File: config.mk
export PLATFORM = sky130hd
export DESIGN_NAME = cpu_core
export DESIGN_NICKNAME = d
export VERILOG_FILES = /design/src/verilog/cpu_pkg.sv /design/src/verilog/decode_unit.sv /design/src/verilog/reg_file.sv /design/src/verilog/alu.sv /design/src/verilog/hazard_unit.sv /design/src/verilog/cpu_core.sv
export VERILOG_INCLUDE_DIRS = /design/src /design/src/verilog
export SDC_FILE = /design/constraint.sdc
export NUM_CORES = 2
export LEC_CHECK = 0
export BUFFER_PORTS_ARGS = -buffer_cell sky130_fd_sc_hd__buf_2
export CELL_PAD_IN_SITES_DETAIL_PLACEMENT = 1
export CELL_PAD_IN_SITES_GLOBAL_PLACEMENT = 2
export CORE_MARGIN = 2
export CORE_UTILIZATION = 40
export DETAILED_ROUTE_END_ITERATION = 8
export GPL_TIMING_DRIVEN = 1
export PLACE_DENSITY_LB_ADDON = 0.1
export SETUP_SLACK_MARGIN = 0.5
export SYNTH_ARGS = -nofsm -noshare
export SYNTH_HDL_FRONTEND = slang
export SYNTH_SLANG_ARGS = --single-unit
export TNS_END_PERCENT = 5
File: constraint.sdc
create_clock -name clk -period 6.8 [get_ports clk]
set_input_delay 0.34 -clock clk [delete_from_list [all_inputs] [get_ports clk]]
set_output_delay 0.34 -clock clk [all_outputs]
set_load 0.01 [all_outputs]
File: src/verilog/cpu_defs.svh
`ifndef CPU_DEFS_SVH
`define CPU_DEFS_SVH

// Data and address width
`define XLEN 32

// Architectural registers
`define NUM_REGS 32

// Width of a register number
`define REG_AW 5

// First fetch address after reset
`define RESET_PC 32'h0000_0000

`endif

File: src/verilog/cpu_pkg.sv
`include "cpu_defs.svh"

package cpu_pkg;

    // Major opcodes, encoded as the instruction opcode field
    typedef enum logic [6:0] {
        OPC_OP     = 7'b0110011,
        OPC_OP_IMM = 7'b0010011,
        OPC_LOAD   = 7'b0000011,
        OPC_STORE  = 7'b0100011,
        OPC_BRANCH = 7'b1100011,
        OPC_JAL    = 7'b1101111
    } opcode_e;

    typedef enum logic [2:0] {
        ALU_ADD = 3'd0,
        ALU_SUB = 3'd1,
        ALU_AND = 3'd2,
        ALU_OR  = 3'd3,
        ALU_XOR = 3'd4,
        ALU_SLT = 3'd5
    } alu_op_e;

    // Writeback source
    typedef enum logic [1:0] {
        WB_ALU = 2'd0,
        WB_MEM = 2'd1,
        WB_PC4 = 2'd2
    } wb_sel_e;

    typedef enum logic [1:0] {
        FWD_REG = 2'd0,
        FWD_MEM = 2'd1,
        FWD_WB  = 2'd2
    } fwd_sel_e;

    typedef struct packed {
        alu_op_e alu_op;
        logic    alu_src_imm;
        logic    mem_read;
        logic    mem_write;
        logic    reg_write;
        wb_sel_e wb_sel;
        logic    branch;
        logic    branch_ne;
        logic    jump;
    } ctrl_t;

    typedef struct packed {
        logic [`XLEN-1:0] pc;
        logic [`XLEN-1:0] instr;
    } ifid_t;

    typedef struct packed {
        ctrl_t             ctrl;
        logic [`XLEN-1:0]  pc;
        logic [`XLEN-1:0]  rs1_data;
        logic [`XLEN-1:0]  rs2_data;
        logic [`XLEN-1:0]  imm;
        logic [`REG_AW-1:0] rs1;
        logic [`REG_AW-1:0] rs2;
        logic [`REG_AW-1:0] rd;
    } idex_t;

    typedef struct packed {
        logic               mem_read;
        logic               mem_write;
        logic               reg_write;
        wb_sel_e            wb_sel;
        logic [`XLEN-1:0]   alu_result;
        logic [`XLEN-1:0]   store_data;
        logic [`XLEN-1:0]   pc4;
        logic [`REG_AW-1:0] rd;
    } exmem_t;

    typedef struct packed {
        logic               reg_write;
        wb_sel_e            wb_sel;
        logic [`XLEN-1:0]   alu_result;
        logic [`XLEN-1:0]   load_data;
        logic [`XLEN-1:0]   pc4;
        logic [`REG_AW-1:0] rd;
    } memwb_t;

endpackage

File: src/verilog/decode_unit.sv
`timescale 1ns/1ps
`include "cpu_defs.svh"

module decode_unit (
    input  logic [`XLEN-1:0]   instr,
    output cpu_pkg::ctrl_t     ctrl,
    output logic [`XLEN-1:0]   imm,
    output logic [`REG_AW-1:0] rs1,
    output logic [`REG_AW-1:0] rs2,
    output logic [`REG_AW-1:0] rd
);

    import cpu_pkg::*;

    opcode_e          opcode;
    logic [2:0]       funct3;
    logic [6:0]       funct7;
    logic [`XLEN-1:0] imm_i;
    logic [`XLEN-1:0] imm_s;
    logic [`XLEN-1:0] imm_b;
    logic [`XLEN-1:0] imm_j;

    assign opcode = opcode_e'(instr[6:0]);
    assign funct3 = instr[14:12];
    assign funct7 = instr[31:25];

    assign imm_i = {{20{instr[31]}}, instr[31:20]};
    assign imm_s = {{20{instr[31]}}, instr[31:25], instr[11:7]};
    assign imm_b = {{19{instr[31]}}, instr[31], instr[7], instr[30:25], instr[11:8], 1'b0};
    assign imm_j = {{11{instr[31]}}, instr[31], instr[19:12], instr[20], instr[30:21], 1'b0};

    assign rs1 = instr[19:15];
    assign rs2 = instr[24:20];
    // No destination unless the instruction writes back
    assign rd  = ctrl.reg_write ? instr[11:7] : '0;

    always_comb begin
        ctrl = '0;
        imm  = '0;
        case (opcode)
            OPC_OP: begin
                ctrl.reg_write = 1'b1;
                ctrl.wb_sel    = WB_ALU;
                case (funct3)
                    3'b000:  ctrl.alu_op = funct7[5] ? ALU_SUB : ALU_ADD;
                    3'b010:  ctrl.alu_op = ALU_SLT;
                    3'b100:  ctrl.alu_op = ALU_XOR;
                    3'b110:  ctrl.alu_op = ALU_OR;
                    3'b111:  ctrl.alu_op = ALU_AND;
                    default: ctrl.reg_write = 1'b0;
                endcase
                // Only SUB uses the alternate funct7
                if (funct7 != 7'h00 && !(funct7 == 7'h20 && funct3 == 3'b000)) begin
                    ctrl = '0;
                end
            end
            OPC_OP_IMM: begin
                if (funct3 == 3'b000) begin
                    ctrl.alu_op      = ALU_ADD;
                    ctrl.alu_src_imm = 1'b1;
                    ctrl.reg_write   = 1'b1;
                    imm              = imm_i;
                end
            end
            OPC_LOAD: begin
                if (funct3 == 3'b010) begin
                    ctrl.alu_op      = ALU_ADD;
                    ctrl.alu_src_imm = 1'b1;
                    ctrl.mem_read    = 1'b1;
                    ctrl.reg_write   = 1'b1;
                    ctrl.wb_sel      = WB_MEM;
                    imm              = imm_i;
                end
            end
            OPC_STORE: begin
                if (funct3 == 3'b010) begin
                    ctrl.alu_op      = ALU_ADD;
                    ctrl.alu_src_imm = 1'b1;
                    ctrl.mem_write   = 1'b1;
                    imm              = imm_s;
                end
            end
            OPC_BRANCH: begin
                // BEQ and BNE only
                if (funct3[2:1] == 2'b00) begin
                    ctrl.alu_op    = ALU_SUB;
                    ctrl.branch    = 1'b1;
                    ctrl.branch_ne = funct3[0];
                    imm            = imm_b;
                end
            end
            OPC_JAL: begin
                ctrl.jump      = 1'b1;
                ctrl.reg_write = 1'b1;
                ctrl.wb_sel    = WB_PC4;
                imm            = imm_j;
            end
            default: ctrl = '0;
        endcase
    end

endmodule

File: src/verilog/reg_file.sv
`timescale 1ns/1ps
`include "cpu_defs.svh"

module reg_file (
    input  logic               clk,
    input  logic               rst_n,
    input  logic [`REG_AW-1:0] rs1_addr,
    input  logic [`REG_AW-1:0] rs2_addr,
    input  logic [`REG_AW-1:0] rd_addr,
    input  logic [`XLEN-1:0]   rd_data,
    input  logic               we,
    output logic [`XLEN-1:0]   rs1_data,
    output logic [`XLEN-1:0]   rs2_data
);

    logic [`XLEN-1:0] regs [`NUM_REGS];

    always_ff @(posedge clk) begin
        if (!rst_n) begin
            for (int i = 0; i < `NUM_REGS; i++) begin
                regs[i] <= '0;
            end
        end else if (we && rd_addr != '0) begin
            regs[rd_addr] <= rd_data;
        end
    end

    // Writeback in the same cycle is seen by decode
    assign rs1_data = (rs1_addr == '0) ? '0 :
                      (we && rd_addr == rs1_addr) ? rd_data : regs[rs1_addr];
    assign rs2_data = (rs2_addr == '0) ? '0 :
                      (we && rd_addr == rs2_addr) ? rd_data : regs[rs2_addr];

endmodule

File: src/verilog/alu.sv
`timescale 1ns/1ps
`include "cpu_defs.svh"

module alu (
    input  logic [`XLEN-1:0] a,
    input  logic [`XLEN-1:0] b,
    input  cpu_pkg::alu_op_e op,
    output logic [`XLEN-1:0] result,
    output logic             equal
);

    import cpu_pkg::*;

    logic [`XLEN-1:0] diff;

    assign diff = a - b;

    always_comb begin
        case (op)
            ALU_ADD: result = a + b;
            ALU_SUB: result = diff;
            ALU_AND: result = a & b;
            ALU_OR:  result = a | b;
            ALU_XOR: result = a ^ b;
            // Signed compare
            ALU_SLT: result = {{(`XLEN-1){1'b0}}, $signed(a) < $signed(b)};
            default: result = '0;
        endcase
    end

    // Branch condition for BEQ and BNE
    assign equal = (diff == '0);

endmodule

File: src/verilog/hazard_unit.sv
`timescale 1ns/1ps
`include "cpu_defs.svh"

module hazard_unit (
    input  logic               [`REG_AW-1:0] id_rs1,
    input  logic               [`REG_AW-1:0] id_rs2,
    input  logic               [`REG_AW-1:0] ex_rs1,
    input  logic               [`REG_AW-1:0] ex_rs2,
    input  logic               [`REG_AW-1:0] ex_rd,
    input  logic                             ex_mem_read,
    input  logic                             ex_redirect,
    input  logic               [`REG_AW-1:0] mem_rd,
    input  logic                             mem_reg_write,
    input  logic               [`REG_AW-1:0] wb_rd,
    input  logic                             wb_reg_write,
    input  logic                             im_stall,
    input  logic                             dm_stall,
    output logic                             pc_write,
    output logic                             ifid_write,
    output logic                             ifid_flush,
    output logic                             idex_flush,
    output logic                             freeze,
    output cpu_pkg::fwd_sel_e                fwd_a,
    output cpu_pkg::fwd_sel_e                fwd_b
);

    import cpu_pkg::*;

    logic load_use;

    // Memory stage wins over writeback, x0 is never forwarded
    function automatic fwd_sel_e fwd_pick(
        input logic [`REG_AW-1:0] rs,
        input logic [`REG_AW-1:0] m_rd,
        input logic               m_we,
        input logic [`REG_AW-1:0] w_rd,
        input logic               w_we
    );
        if (m_we && m_rd != '0 && m_rd == rs) begin
            return FWD_MEM;
        end else if (w_we && w_rd != '0 && w_rd == rs) begin
            return FWD_WB;
        end
        return FWD_REG;
    endfunction

    // Any memory wait state holds the whole pipe
    assign freeze = im_stall | dm_stall;

    assign load_use = ex_mem_read && ex_rd != '0 && (ex_rd == id_rs1 || ex_rd == id_rs2);

    assign pc_write   = !freeze && (ex_redirect || !load_use);
    assign ifid_write = !freeze && !load_use;
    assign ifid_flush = !freeze && ex_redirect;
    assign idex_flush = !freeze && (ex_redirect || load_use);

    always_comb begin
        fwd_a = fwd_pick(ex_rs1, mem_rd, mem_reg_write, wb_rd, wb_reg_write);
        fwd_b = fwd_pick(ex_rs2, mem_rd, mem_reg_write, wb_rd, wb_reg_write);
    end

endmodule

File: src/verilog/cpu_core.sv
`timescale 1ns/1ps
`include "cpu_defs.svh"

module cpu_core (
    input  logic             clk,
    input  logic             rst_n,
    output logic [`XLEN-1:0] pc,
    input  logic [`XLEN-1:0] instr,
    output logic [`XLEN-1:0] dm_addr,
    output logic [`XLEN-1:0] dm_wdata,
    output logic             dm_we,
    output logic             dm_re,
    input  logic [`XLEN-1:0] dm_rdata,
    input  logic             im_stall,
    input  logic             dm_stall
);

    import cpu_pkg::*;

    ifid_t  ifid_q;
    idex_t  idex_q;
    exmem_t exmem_q;
    memwb_t memwb_q;

    ctrl_t              id_ctrl;
    logic [`XLEN-1:0]   id_imm;
    logic [`REG_AW-1:0] id_rs1;
    logic [`REG_AW-1:0] id_rs2;
    logic [`REG_AW-1:0] id_rd;
    logic [`XLEN-1:0]   id_rs1_data;
    logic [`XLEN-1:0]   id_rs2_data;

    logic     pc_write;
    logic     ifid_write;
    logic     ifid_flush;
    logic     idex_flush;
    logic     freeze;
    fwd_sel_e fwd_a;
    fwd_sel_e fwd_b;

    logic [`XLEN-1:0] ex_op_a;
    logic [`XLEN-1:0] ex_rs2_fwd;
    logic [`XLEN-1:0] ex_op_b;
    logic [`XLEN-1:0] ex_alu_result;
    logic [`XLEN-1:0] ex_target;
    logic [`XLEN-1:0] ex_pc4;
    logic             ex_equal;
    logic             ex_redirect;

    logic             store_done;
    logic [`XLEN-1:0] mem_fwd_data;
    logic [`XLEN-1:0] wb_data;

    function automatic logic [`XLEN-1:0] fwd_mux(
        input fwd_sel_e         sel,
        input logic [`XLEN-1:0] reg_val,
        input logic [`XLEN-1:0] mem_val,
        input logic [`XLEN-1:0] wb_val
    );
        case (sel)
            FWD_MEM: return mem_val;
            FWD_WB:  return wb_val;
            default: return reg_val;
        endcase
    endfunction

    // Fetch
    always_ff @(posedge clk) begin
        if (!rst_n) begin
            pc <= `RESET_PC;
        end else if (pc_write) begin
            pc <= ex_redirect ? ex_target : pc + `XLEN'(4);
        end
    end

    always_ff @(posedge clk) begin
        if (!rst_n || ifid_flush) begin
            ifid_q <= '0;
        end else if (ifid_write) begin
            ifid_q <= '{pc: pc, instr: instr};
        end
    end

    // Decode
    decode_unit u_decode (
        .instr (ifid_q.instr),
        .ctrl  (id_ctrl),
        .imm   (id_imm),
        .rs1   (id_rs1),
        .rs2   (id_rs2),
        .rd    (id_rd)
    );

    reg_file u_reg_file (
        .clk      (clk),
        .rst_n    (rst_n),
        .rs1_addr (id_rs1),
        .rs2_addr (id_rs2),
        .rd_addr  (memwb_q.rd),
        .rd_data  (wb_data),
        .we       (memwb_q.reg_write),
        .rs1_data (id_rs1_data),
        .rs2_data (id_rs2_data)
    );

    always_ff @(posedge clk) begin
        if (!rst_n || idex_flush) begin
            idex_q <= '0;
        end else if (!freeze) begin
            idex_q <= '{ctrl: id_ctrl, pc: ifid_q.pc, rs1_data: id_rs1_data,
                        rs2_data: id_rs2_data, imm: id_imm, rs1: id_rs1,
                        rs2: id_rs2, rd: id_rd};
        end
    end

    hazard_unit u_hazard (
        .id_rs1        (id_rs1),
        .id_rs2        (id_rs2),
        .ex_rs1        (idex_q.rs1),
        .ex_rs2        (idex_q.rs2),
        .ex_rd         (idex_q.rd),
        .ex_mem_read   (idex_q.ctrl.mem_read),
        .ex_redirect   (ex_redirect),
        .mem_rd        (exmem_q.rd),
        .mem_reg_write (exmem_q.reg_write),
        .wb_rd         (memwb_q.rd),
        .wb_reg_write  (memwb_q.reg_write),
        .im_stall      (im_stall),
        .dm_stall      (dm_stall),
        .pc_write      (pc_write),
        .ifid_write    (ifid_write),
        .ifid_flush    (ifid_flush),
        .idex_flush    (idex_flush),
        .freeze        (freeze),
        .fwd_a         (fwd_a),
        .fwd_b         (fwd_b)
    );

    // Execute
    always_comb begin
        ex_op_a    = fwd_mux(fwd_a, idex_q.rs1_data, mem_fwd_data, wb_data);
        ex_rs2_fwd = fwd_mux(fwd_b, idex_q.rs2_data, mem_fwd_data, wb_data);
    end

    assign ex_op_b = idex_q.ctrl.alu_src_imm ? idex_q.imm : ex_rs2_fwd;

    alu u_alu (
        .a      (ex_op_a),
        .b      (ex_op_b),
        .op     (idex_q.ctrl.alu_op),
        .result (ex_alu_result),
        .equal  (ex_equal)
    );

    assign ex_target   = idex_q.pc + idex_q.imm;
    assign ex_pc4      = idex_q.pc + `XLEN'(4);
    assign ex_redirect = idex_q.ctrl.jump ||
                         (idex_q.ctrl.branch && (ex_equal != idex_q.ctrl.branch_ne));

    always_ff @(posedge clk) begin
        if (!rst_n) begin
            exmem_q <= '0;
        end else if (!freeze) begin
            exmem_q <= '{mem_read: idex_q.ctrl.mem_read, mem_write: idex_q.ctrl.mem_write,
                         reg_write: idex_q.ctrl.reg_write, wb_sel: idex_q.ctrl.wb_sel,
                         alu_result: ex_alu_result, store_data: ex_rs2_fwd,
                         pc4: ex_pc4, rd: idex_q.rd};
        end
    end

    // Memory
    // A store taken during a fetch wait is not repeated while frozen
    always_ff @(posedge clk) begin
        if (!rst_n || !freeze) begin
            store_done <= 1'b0;
        end else if (exmem_q.mem_write && !dm_stall) begin
            store_done <= 1'b1;
        end
    end

    assign dm_addr  = exmem_q.alu_result;
    assign dm_wdata = exmem_q.store_data;
    assign dm_we    = exmem_q.mem_write && !store_done;
    assign dm_re    = exmem_q.mem_read;

    // Loads never forward from here because the load-use bubble covers them
    assign mem_fwd_data = (exmem_q.wb_sel == WB_PC4) ? exmem_q.pc4 : exmem_q.alu_result;

    always_ff @(posedge clk) begin
        if (!rst_n) begin
            memwb_q <= '0;
        end else if (!freeze) begin
            memwb_q <= '{reg_write: exmem_q.reg_write, wb_sel: exmem_q.wb_sel,
                         alu_result: exmem_q.alu_result, load_data: dm_rdata,
                         pc4: exmem_q.pc4, rd: exmem_q.rd};
        end
    end

    // Writeback
    always_comb begin
        case (memwb_q.wb_sel)
            WB_MEM:  wb_data = memwb_q.load_data;
            WB_PC4:  wb_data = memwb_q.pc4;
            default: wb_data = memwb_q.alu_result;
        endcase
    end

endmodule

== Word-level counts from Yosys, hierarchy flattened ==
Memories as Yosys holds them, arrays and structs flattened. A register that Yosys moved wholly into a read port is not among the register bits.
Cells that the tools add are included.

* Div/mod/pow operators: 0
* Equal/unequal tests: 32
* Shift-type cells: 0
* Mux-type cells: 58
* $lt $le $gt $ge: 1
* Add/sub/neg operators: 5
* Bitwise operators: 4
* Multipliers: 0
* Reductions and logical operators: 44

{| class="wikitable"
|+ Operator list
! kind !! number
|-
| two-way mux 32 bit || 12
|-
| case mux 32 bit (2 select lines) || 3
|-
| case mux 32 bit (6 select lines) || 1
|-
| case mux 32 bit (5 select lines) || 1
|-
| adder 32 x 3 -> 32 bit, second input constant || 2
|-
| adder 32 bit || 2
|-
| equality test 5 bit || 8
|-
| AND 32 bit || 1
|-
| logical NOT 32 bit || 1
|-
| < comparator 32 bit || 1
|-
| bitwise OR 32 bit || 1
|-
| OR reduction 32 bit || 1
|-
| subtractor 32 bit || 1
|-
| bitwise XOR 32 bit || 1
|-
| two-way mux 5 bit || 6
|-
| case mux 3 bit (5 select lines) || 2
|-
| equality test 7 x 6 -> 1 bit, second input constant || 3
|-
| logical AND 1 bit || 19
|-
| two-way mux 1 bit || 16
|-
| two-way mux 2 bit || 8
|-
| equality test 3 bit, second input constant || 5
|-
| nonzero test 5 bit || 3
|-
| equality test 7 bit, second input constant || 2
|-
| two-way mux 12 bit || 1
|-
| 20 further kinds || 43
|}

* Bits in latches: 0
* Output and inout port bits: 98
* Bits in read-only memories: 0
* Register bits after elaboration: 462
* RAM bits: 1,024
* Memories: 1

{| class="wikitable"
|+ Memories
! name !! words !! bits a word !! read ports !! clocked after memory_dff !! write ports !! RTL line !! text
|-
| u_reg_file.regs || 32 || 32 || 2 || 2 || 32 || reg_file.sv:16 || <nowiki>logic [`XLEN-1:0] regs [`NUM_REGS];</nowiki>
|}

== Depth between registers and ports, before layout ==
* Word-level depth: 17
* Depth in mapped cells: 26
* Mapped depth without buffers: 24

== Hierarchy ==
From an unflattened synthesis, not the netlist that was laid out.

* Cells, all modules: 7,392
* Area total of the unflattened synthesis: 83,915.5 µm²

{| class="wikitable"
|+ Modules (own cells, without submodules)
! module !! times used !! area an instance (µm²) !! cells an instance !! seq. area each (µm²)
|-
| reg_file || 1 || 55,142.9 || 3,832 || 30,749.5
|-
| cpu_core || 1 || 21,852.2 || 2,540 || 9,248.9
|-
| alu || 1 || 5,741.8 || 859 || 0.0
|-
| decode_unit || 1 || 748.2 || 104 || 0.0
|-
| hazard_unit || 1 || 430.4 || 57 || 0.0
|}

== Worst setup path before layout ==
No wires, ideal clock.

* Path type: register -> register
* From: register memwb_q[0] (netlist bit)
* To: register pc[30]
* Library setup time: 0.119 ns
* Stages on the path, launching flop included: 25
* Data arrival time: 6.166 ns
* Path slack: 0.515 ns
* Cell sequence: dfxtp_1 -> clkbuf_1 -> nor2_1 -> nand2_1 -> nand2_1 -> nor4_1 -> clkbuf_1 -> mux2i_1 -> mux2i_1 -> mux2_2 -> ha_1 -> fa_1 -> o21bai_1 -> a221oi_2 -> o21a_2 -> o211ai_1 -> a31oi_1 -> o311ai_1 -> xnor2_1 -> nand2b_1 -> o41a_1 -> o31ai_2 -> buf_4 -> nand2_2 -> o221a_2

* Word-level cells in the longest chain between the ends: 16

{| class="wikitable"
|+ RTL lines
! item !! RTL line !! text
|-
| start: declaration || cpu_core.sv:23 || <nowiki>memwb_t memwb_q;</nowiki>
|-
| start signal: assignment || cpu_core.sv:193 || <nowiki>memwb_q <= '{reg_write: exmem_q.reg_write, wb_sel: exmem_q.wb_sel,</nowiki>
|-
| nonzero test 5 bit || hazard_unit.sv:41 || <nowiki>end else if (w_we && w_rd != '0 && w_rd == rs) begin</nowiki>
|-
| logical AND 1 bit (2 in a row) || hazard_unit.sv:41 ||
|-
| two-way mux 1 bit || hazard_unit.sv:41 ||
|-
| two-way mux 1 bit || hazard_unit.sv:39 || <nowiki>if (m_we && m_rd != '0 && m_rd == rs) begin</nowiki>
|-
| two-way mux 2 bit || hazard_unit.sv:44 || <nowiki>return FWD_REG;</nowiki>
|-
| equality test 2 bit or equality test 2 x 1 -> 1 bit (tied branches) || cpu_core.sv:60 || <nowiki>case (sel)</nowiki>
|-
| case mux 32 bit (2 select lines) || cpu_core.sv:60 ||
|-
| two-way mux 32 bit || cpu_core.sv:145 || <nowiki>assign ex_op_b = idex_q.ctrl.alu_src_imm ? idex_q.imm : ex_rs2_fwd;</nowiki>
|-
| subtractor 32 bit * || alu.sv:16 || <nowiki>assign diff = a - b;</nowiki>
|-
| logical NOT 32 bit * || alu.sv:32 || <nowiki>assign equal = (diff == '0);</nowiki>
|-
| inequality test 1 bit * || cpu_core.sv:158 || <nowiki>(idex_q.ctrl.branch && (ex_equal != idex_q.ctrl.branch_ne));</nowiki>
|-
| logical AND 1 bit * || cpu_core.sv:158 ||
|-
| logical OR 1 bit * || cpu_core.sv:157 || <nowiki>assign ex_redirect = idex_q.ctrl.jump ||</nowiki>
|-
| logical OR 1 bit || hazard_unit.sv:52 || <nowiki>assign pc_write = !freeze && (ex_redirect || !load_use);</nowiki>
|-
| logical AND 1 bit || hazard_unit.sv:52 ||
|-
| end signal: assignment || cpu_core.sv:70 || <nowiki>pc <= `RESET_PC;</nowiki>
|-
| end signal: assignment || cpu_core.sv:72 || <nowiki>pc <= ex_redirect ? ex_target : pc + `XLEN'(4);</nowiki>
|-
| end: declaration || cpu_core.sv:7 || <nowiki>output logic [`XLEN-1:0] pc,</nowiki>
|}

Every way passes the cells marked *; elsewhere a longest branch is shown, timed or not.
A chain may end at the register's enable or synchronous reset.

== Worst setup path after layout ==
* From: register exmem_q[4] (netlist bit)
* To: register exmem_q, in the netlist dm_wdata[0]

* Word-level cells in the longest chain between the ends: 7

{| class="wikitable"
|+ RTL lines
! item !! RTL line !! text
|-
| start: declaration || cpu_core.sv:22 || <nowiki>exmem_t exmem_q;</nowiki>
|-
| start signal: assignment || cpu_core.sv:164 || <nowiki>exmem_q <= '{mem_read: idex_q.ctrl.mem_read, mem_write: idex_q.ctrl.mem_write,</nowiki>
|-
| nonzero test 5 bit || hazard_unit.sv:39 ||
|-
| logical AND 1 bit || hazard_unit.sv:39 ||
|-
| logical AND 1 bit * || hazard_unit.sv:39 ||
|-
| two-way mux 2 bit or two-way mux 1 bit (tied branches) || hazard_unit.sv:39 ||
|-
| two-way mux 2 bit * || hazard_unit.sv:44 ||
|-
| equality test 2 bit or equality test 2 x 1 -> 1 bit (tied branches) || cpu_core.sv:60 ||
|-
| case mux 32 bit (2 select lines) * || cpu_core.sv:60 ||
|}

Marked as above.

==> flow_summary_export.csv <==
group,metric,value,unit
yosys,synthArstFlopShare,0,
floorplanning,start_util,0.402,
route,wl_per_cell,32.7,µm
global_route,grt_util_met1,0.409,
yosys,synth.most_common_cell,"nor2_1",
flow_run,drv_cap,0,
sta,grt_setup_unrepaired,"yes",
yosys,synth_ff_type,"edfxtp_1",
route,routed_wirelength,322000,µm
route,firstDrtPassIters,6,
yosys,synth_edf_count,1024,
yosys,yosysSeqAreaShare,0.504,
power_and_ir_drop,pwr-share-clk,0.417,
global_route,grt_pass1_wl,458000,µm
floorplanning,die_y,449,µm
placed_design,dpl.hpwl,203000,µm
yosys,synth_area_per_cell,11.6,µm²
power_and_ir_drop,vdd_ir_drop_max,196,µV
critical_path,regToRegSetupSlack,150,ps
yosys,syn_area,79300,µm²
critical_path,critPathLaunchType,"register",
sta,finalCritPeriodShare,0.978,
critical_path,end_kind,"register",
route,first_iter_violations,6146,
clock_network,tritoncts,"done",
yosys,yosys.area.top_type_share,0.388,
min_path,hold_path_depth,5,
critical_path,path_common_cell,"buf_4",
power_and_ir_drop,power_density,243,nW/µm²
floorplanning,die_area,202000,µm²
global_route,grt_util_met3,0.0477,
critical_path,critPathSlowestCell,"or4_4",
route,vias_per_cell,6.09,
clock_network,cts_made_buffers,174,
power_and_ir_drop,seqPwrFrac,0.457,
cells_and_area,syn2layout_area_growth,16.4,%
critical_path,cp_max_fo,5,
power_and_ir_drop,p_sw,6.01,mW
sta,fin_setup_tns,0,ps
route,drc,0,
critical_path,worstPathBufferInverterCount,41,
yosys,yosys_warnings,0,
floorplanning,rows,163,
clock_network,root_buffer,"clkbuf_16",
cells_and_area,nFillCells,20600,
placed_design,gp_congestion,0.915,
global_route,met2_usage,0.529,
global_route,grt_pass1_vias,61500,
clock_network,clkTransAtPathRegs,60,ps
floorplanning,die_w,449,µm
power_and_ir_drop,p_leak,30.9,nW
sta,setup_violations,0,
yosys,syn_inst,6861,
critical_path,rr_worst_depth,47,
floorplanning,coreArea,197000,µm²
floorplanning,io_pins,166,
yosys,synthTopCellsByArea,"edfxtp_1 (39%), mux4_2 (18%), dfxtp_1 (12%)",
route,postRouteAntennaNets,0,
critical_path,critPathMaxStageDelay,540,ps
yosys,yosysTopAreaCell,"edfxtp_1",
critical_path,arrival,7350,ps
run_status,status,"finished, final reports clean",
sta,fmax,150,MHz
min_path,hold_class,"in2reg",
global_route,overflow,0,
critical_path,crit_family,"buffers and inverters",
critical_path,worstPathRequired,7500,ps
route,via_count,59900,
power_and_ir_drop,total_power,22.4,mW
sta,relSlewSlack,0.211,
sta,fin_skew,45.2,ps
yosys,synth.distinct_cells,93,
clock_network,clock_latency,860,ps
critical_path,crit_type,"reg2reg",
power_and_ir_drop,p_int,16.4,mW
critical_path,worstSetupPathDepth,47,
yosys,yosys-top-cells-count,"nor2_1 (1372), edfxtp_1 (1024), nand2_1 (714)",
power_and_ir_drop,p_sw_frac,0.268,
placed_design,io_buffers,165,
cells_and_area,diodes,0,
power_and_ir_drop,power_frac_comb,0.126,
clock_network,htree_num_levels,4,
global_route,grt_use_total,0.314,
global_route,gr-max-usage-layer,"met2",
sta,post-route-min-period,6650,ps
global_route,grt_max_degree,174,
sta,drv_slew,0,
global_route,antenna_found_initial,12,
cells_and_area,fin_nets,7250,
clock_network,clk_path_buf_depth,3,
sta,worst_slew_pin_slew,1180,ps
cells_and_area,drive_gt1_frac,0.251,
clock_network,cts_sinks,1483,
sta,final_hold_viol_count,0,
yosys,synth-seq-cells,1483,
==> layer usage <==
metal | part of all wire | vias up
met2 | 0.49 | 2307
met3 | 0.065 | 602
met5 | 0.00027 | -
met4 | 0.043 | 12
li1 | - | 25400
met1 | 0.41 | 31600
==> worst register-to-register path, delay by kind of cell, from the launching register on <==
kind,cells,cell delay [ps]
DFF,1,370
AOI/OAI and AO/OA,2,230
and+or+nand+nor,3,650
buffers and inverters,41,5060
muxes,1,200
==> final timing paths <==
check,start,to
worst min-delay path,im_stall,memwb_q[24]$_SDFFE_PN0P_
worst max register to register,exmem_q[4]$_SDFFE_PN0P_,dm_wdata[0]$_SDFFE_PN0P_
worst max-delay path,exmem_q[4]$_SDFFE_PN0P_,dm_wdata[0]$_SDFFE_PN0P_
worst min register to register,ifid_q[1]$_SDFFE_PP0P_,ifid_q[1]$_SDFFE_PP0P_
==> flip-flops by register name, indices dropped and copies added (netlist names), named ones only <==
signal and cells:
store_done 1, idex_q 143, pc 32, u_reg_file.regs 1024, memwb_q 104, ifid_q 64
exmem_q 41, dm_addr 32, dm_wdata 32
==> per-stage QoR <==
step	setup WS [ps]	utilization	std cells	hold slack (ps)	area, µm²
final	153	0.468	9834	210	92200
after global routing	101	0.468	9834	199	92200
after CTS	338	0.464	9803	150	91400
after detailed placement	-467	0.425	9330	449	83700
after global placement	-443	0.425	9330	439	83700
after floorplan	515	-	6892	432	79400
==> final cells by class <==
| cell class | instances | area [µm²] | share of cell area |
|---|---|---|---|
| flip-flops and latches | 1483 | 40000 | 0.434 |
| inverters | 153 | 582 | 0.00631 |
| well taps | 2640 | 3300 | 0.0358 |
| multi-input cells | 4587 | 37400 | 0.406 |
| clock inverters | 89 | 781 | 0.00847 |
| repair buffers | 649 | 5330 | 0.0578 |
| clock buffers | 233 | 4790 | 0.0519 |
==> timing repair <==
action,in CTS,in global routing
pin swaps,24,35
hold buffers,65,0
setup endpoints to repair,249,242
gates cloned,8,0
setup buffers,78,31
gates resized for setup,141,124
endpoints found under the hold margin,75,0
==> kinds of logic after synthesis <==
| logic type | count (synthesis) | share of synthesized area |
|---|---|---|
| buf+inv | 822 | 0.0438 |
| compound gates | 1031 | 0.0808 |
| fa+ha+maj | 134 | 0.0214 |
| flops | 1483 | 0.504 |
| other cells | 1 | 0.0000473 |
| mux | 917 | 0.217 |
| xor+xnor | 135 | 0.0149 |
| simple gates | 2338 | 0.118 |
==> power by group through the flow <==
stage	Clock, mW	Combinational, mW	Sequential [mW]
2_1_floorplan	0	1.62	10.3
3_3_place_gp	0	2.53	10.4
3_5_place_dp	0	2.55	10.4
6_report	9.35	2.82	10.3
5_1_grt	9.83	2.96	10.3
4_1_cts	9.49	2.71	10.3
==> placed cells by master, fill, tap and decap left out, drive strengths merged, types with 44 or more instances in the layout <==
cell type    synthesis  routed
a22oi              147     147
mux2i              262     262
ha                 131     131
nand2              716     716
clkinv               1      69
xor2                57      57
dfxtp              459     459
buf                163     578
xnor2               78      78
inv                152     160
edfxtp            1024    1024
nor2              1373    1373
nor3                50      50
o21ai               80      80
clkbuf             506     236
dlygate4sd3          0      65
o22ai               44      44
mux4               640     640
a21oi              520     520
nand3               58      58
Power figures use the tool's default switching activity.
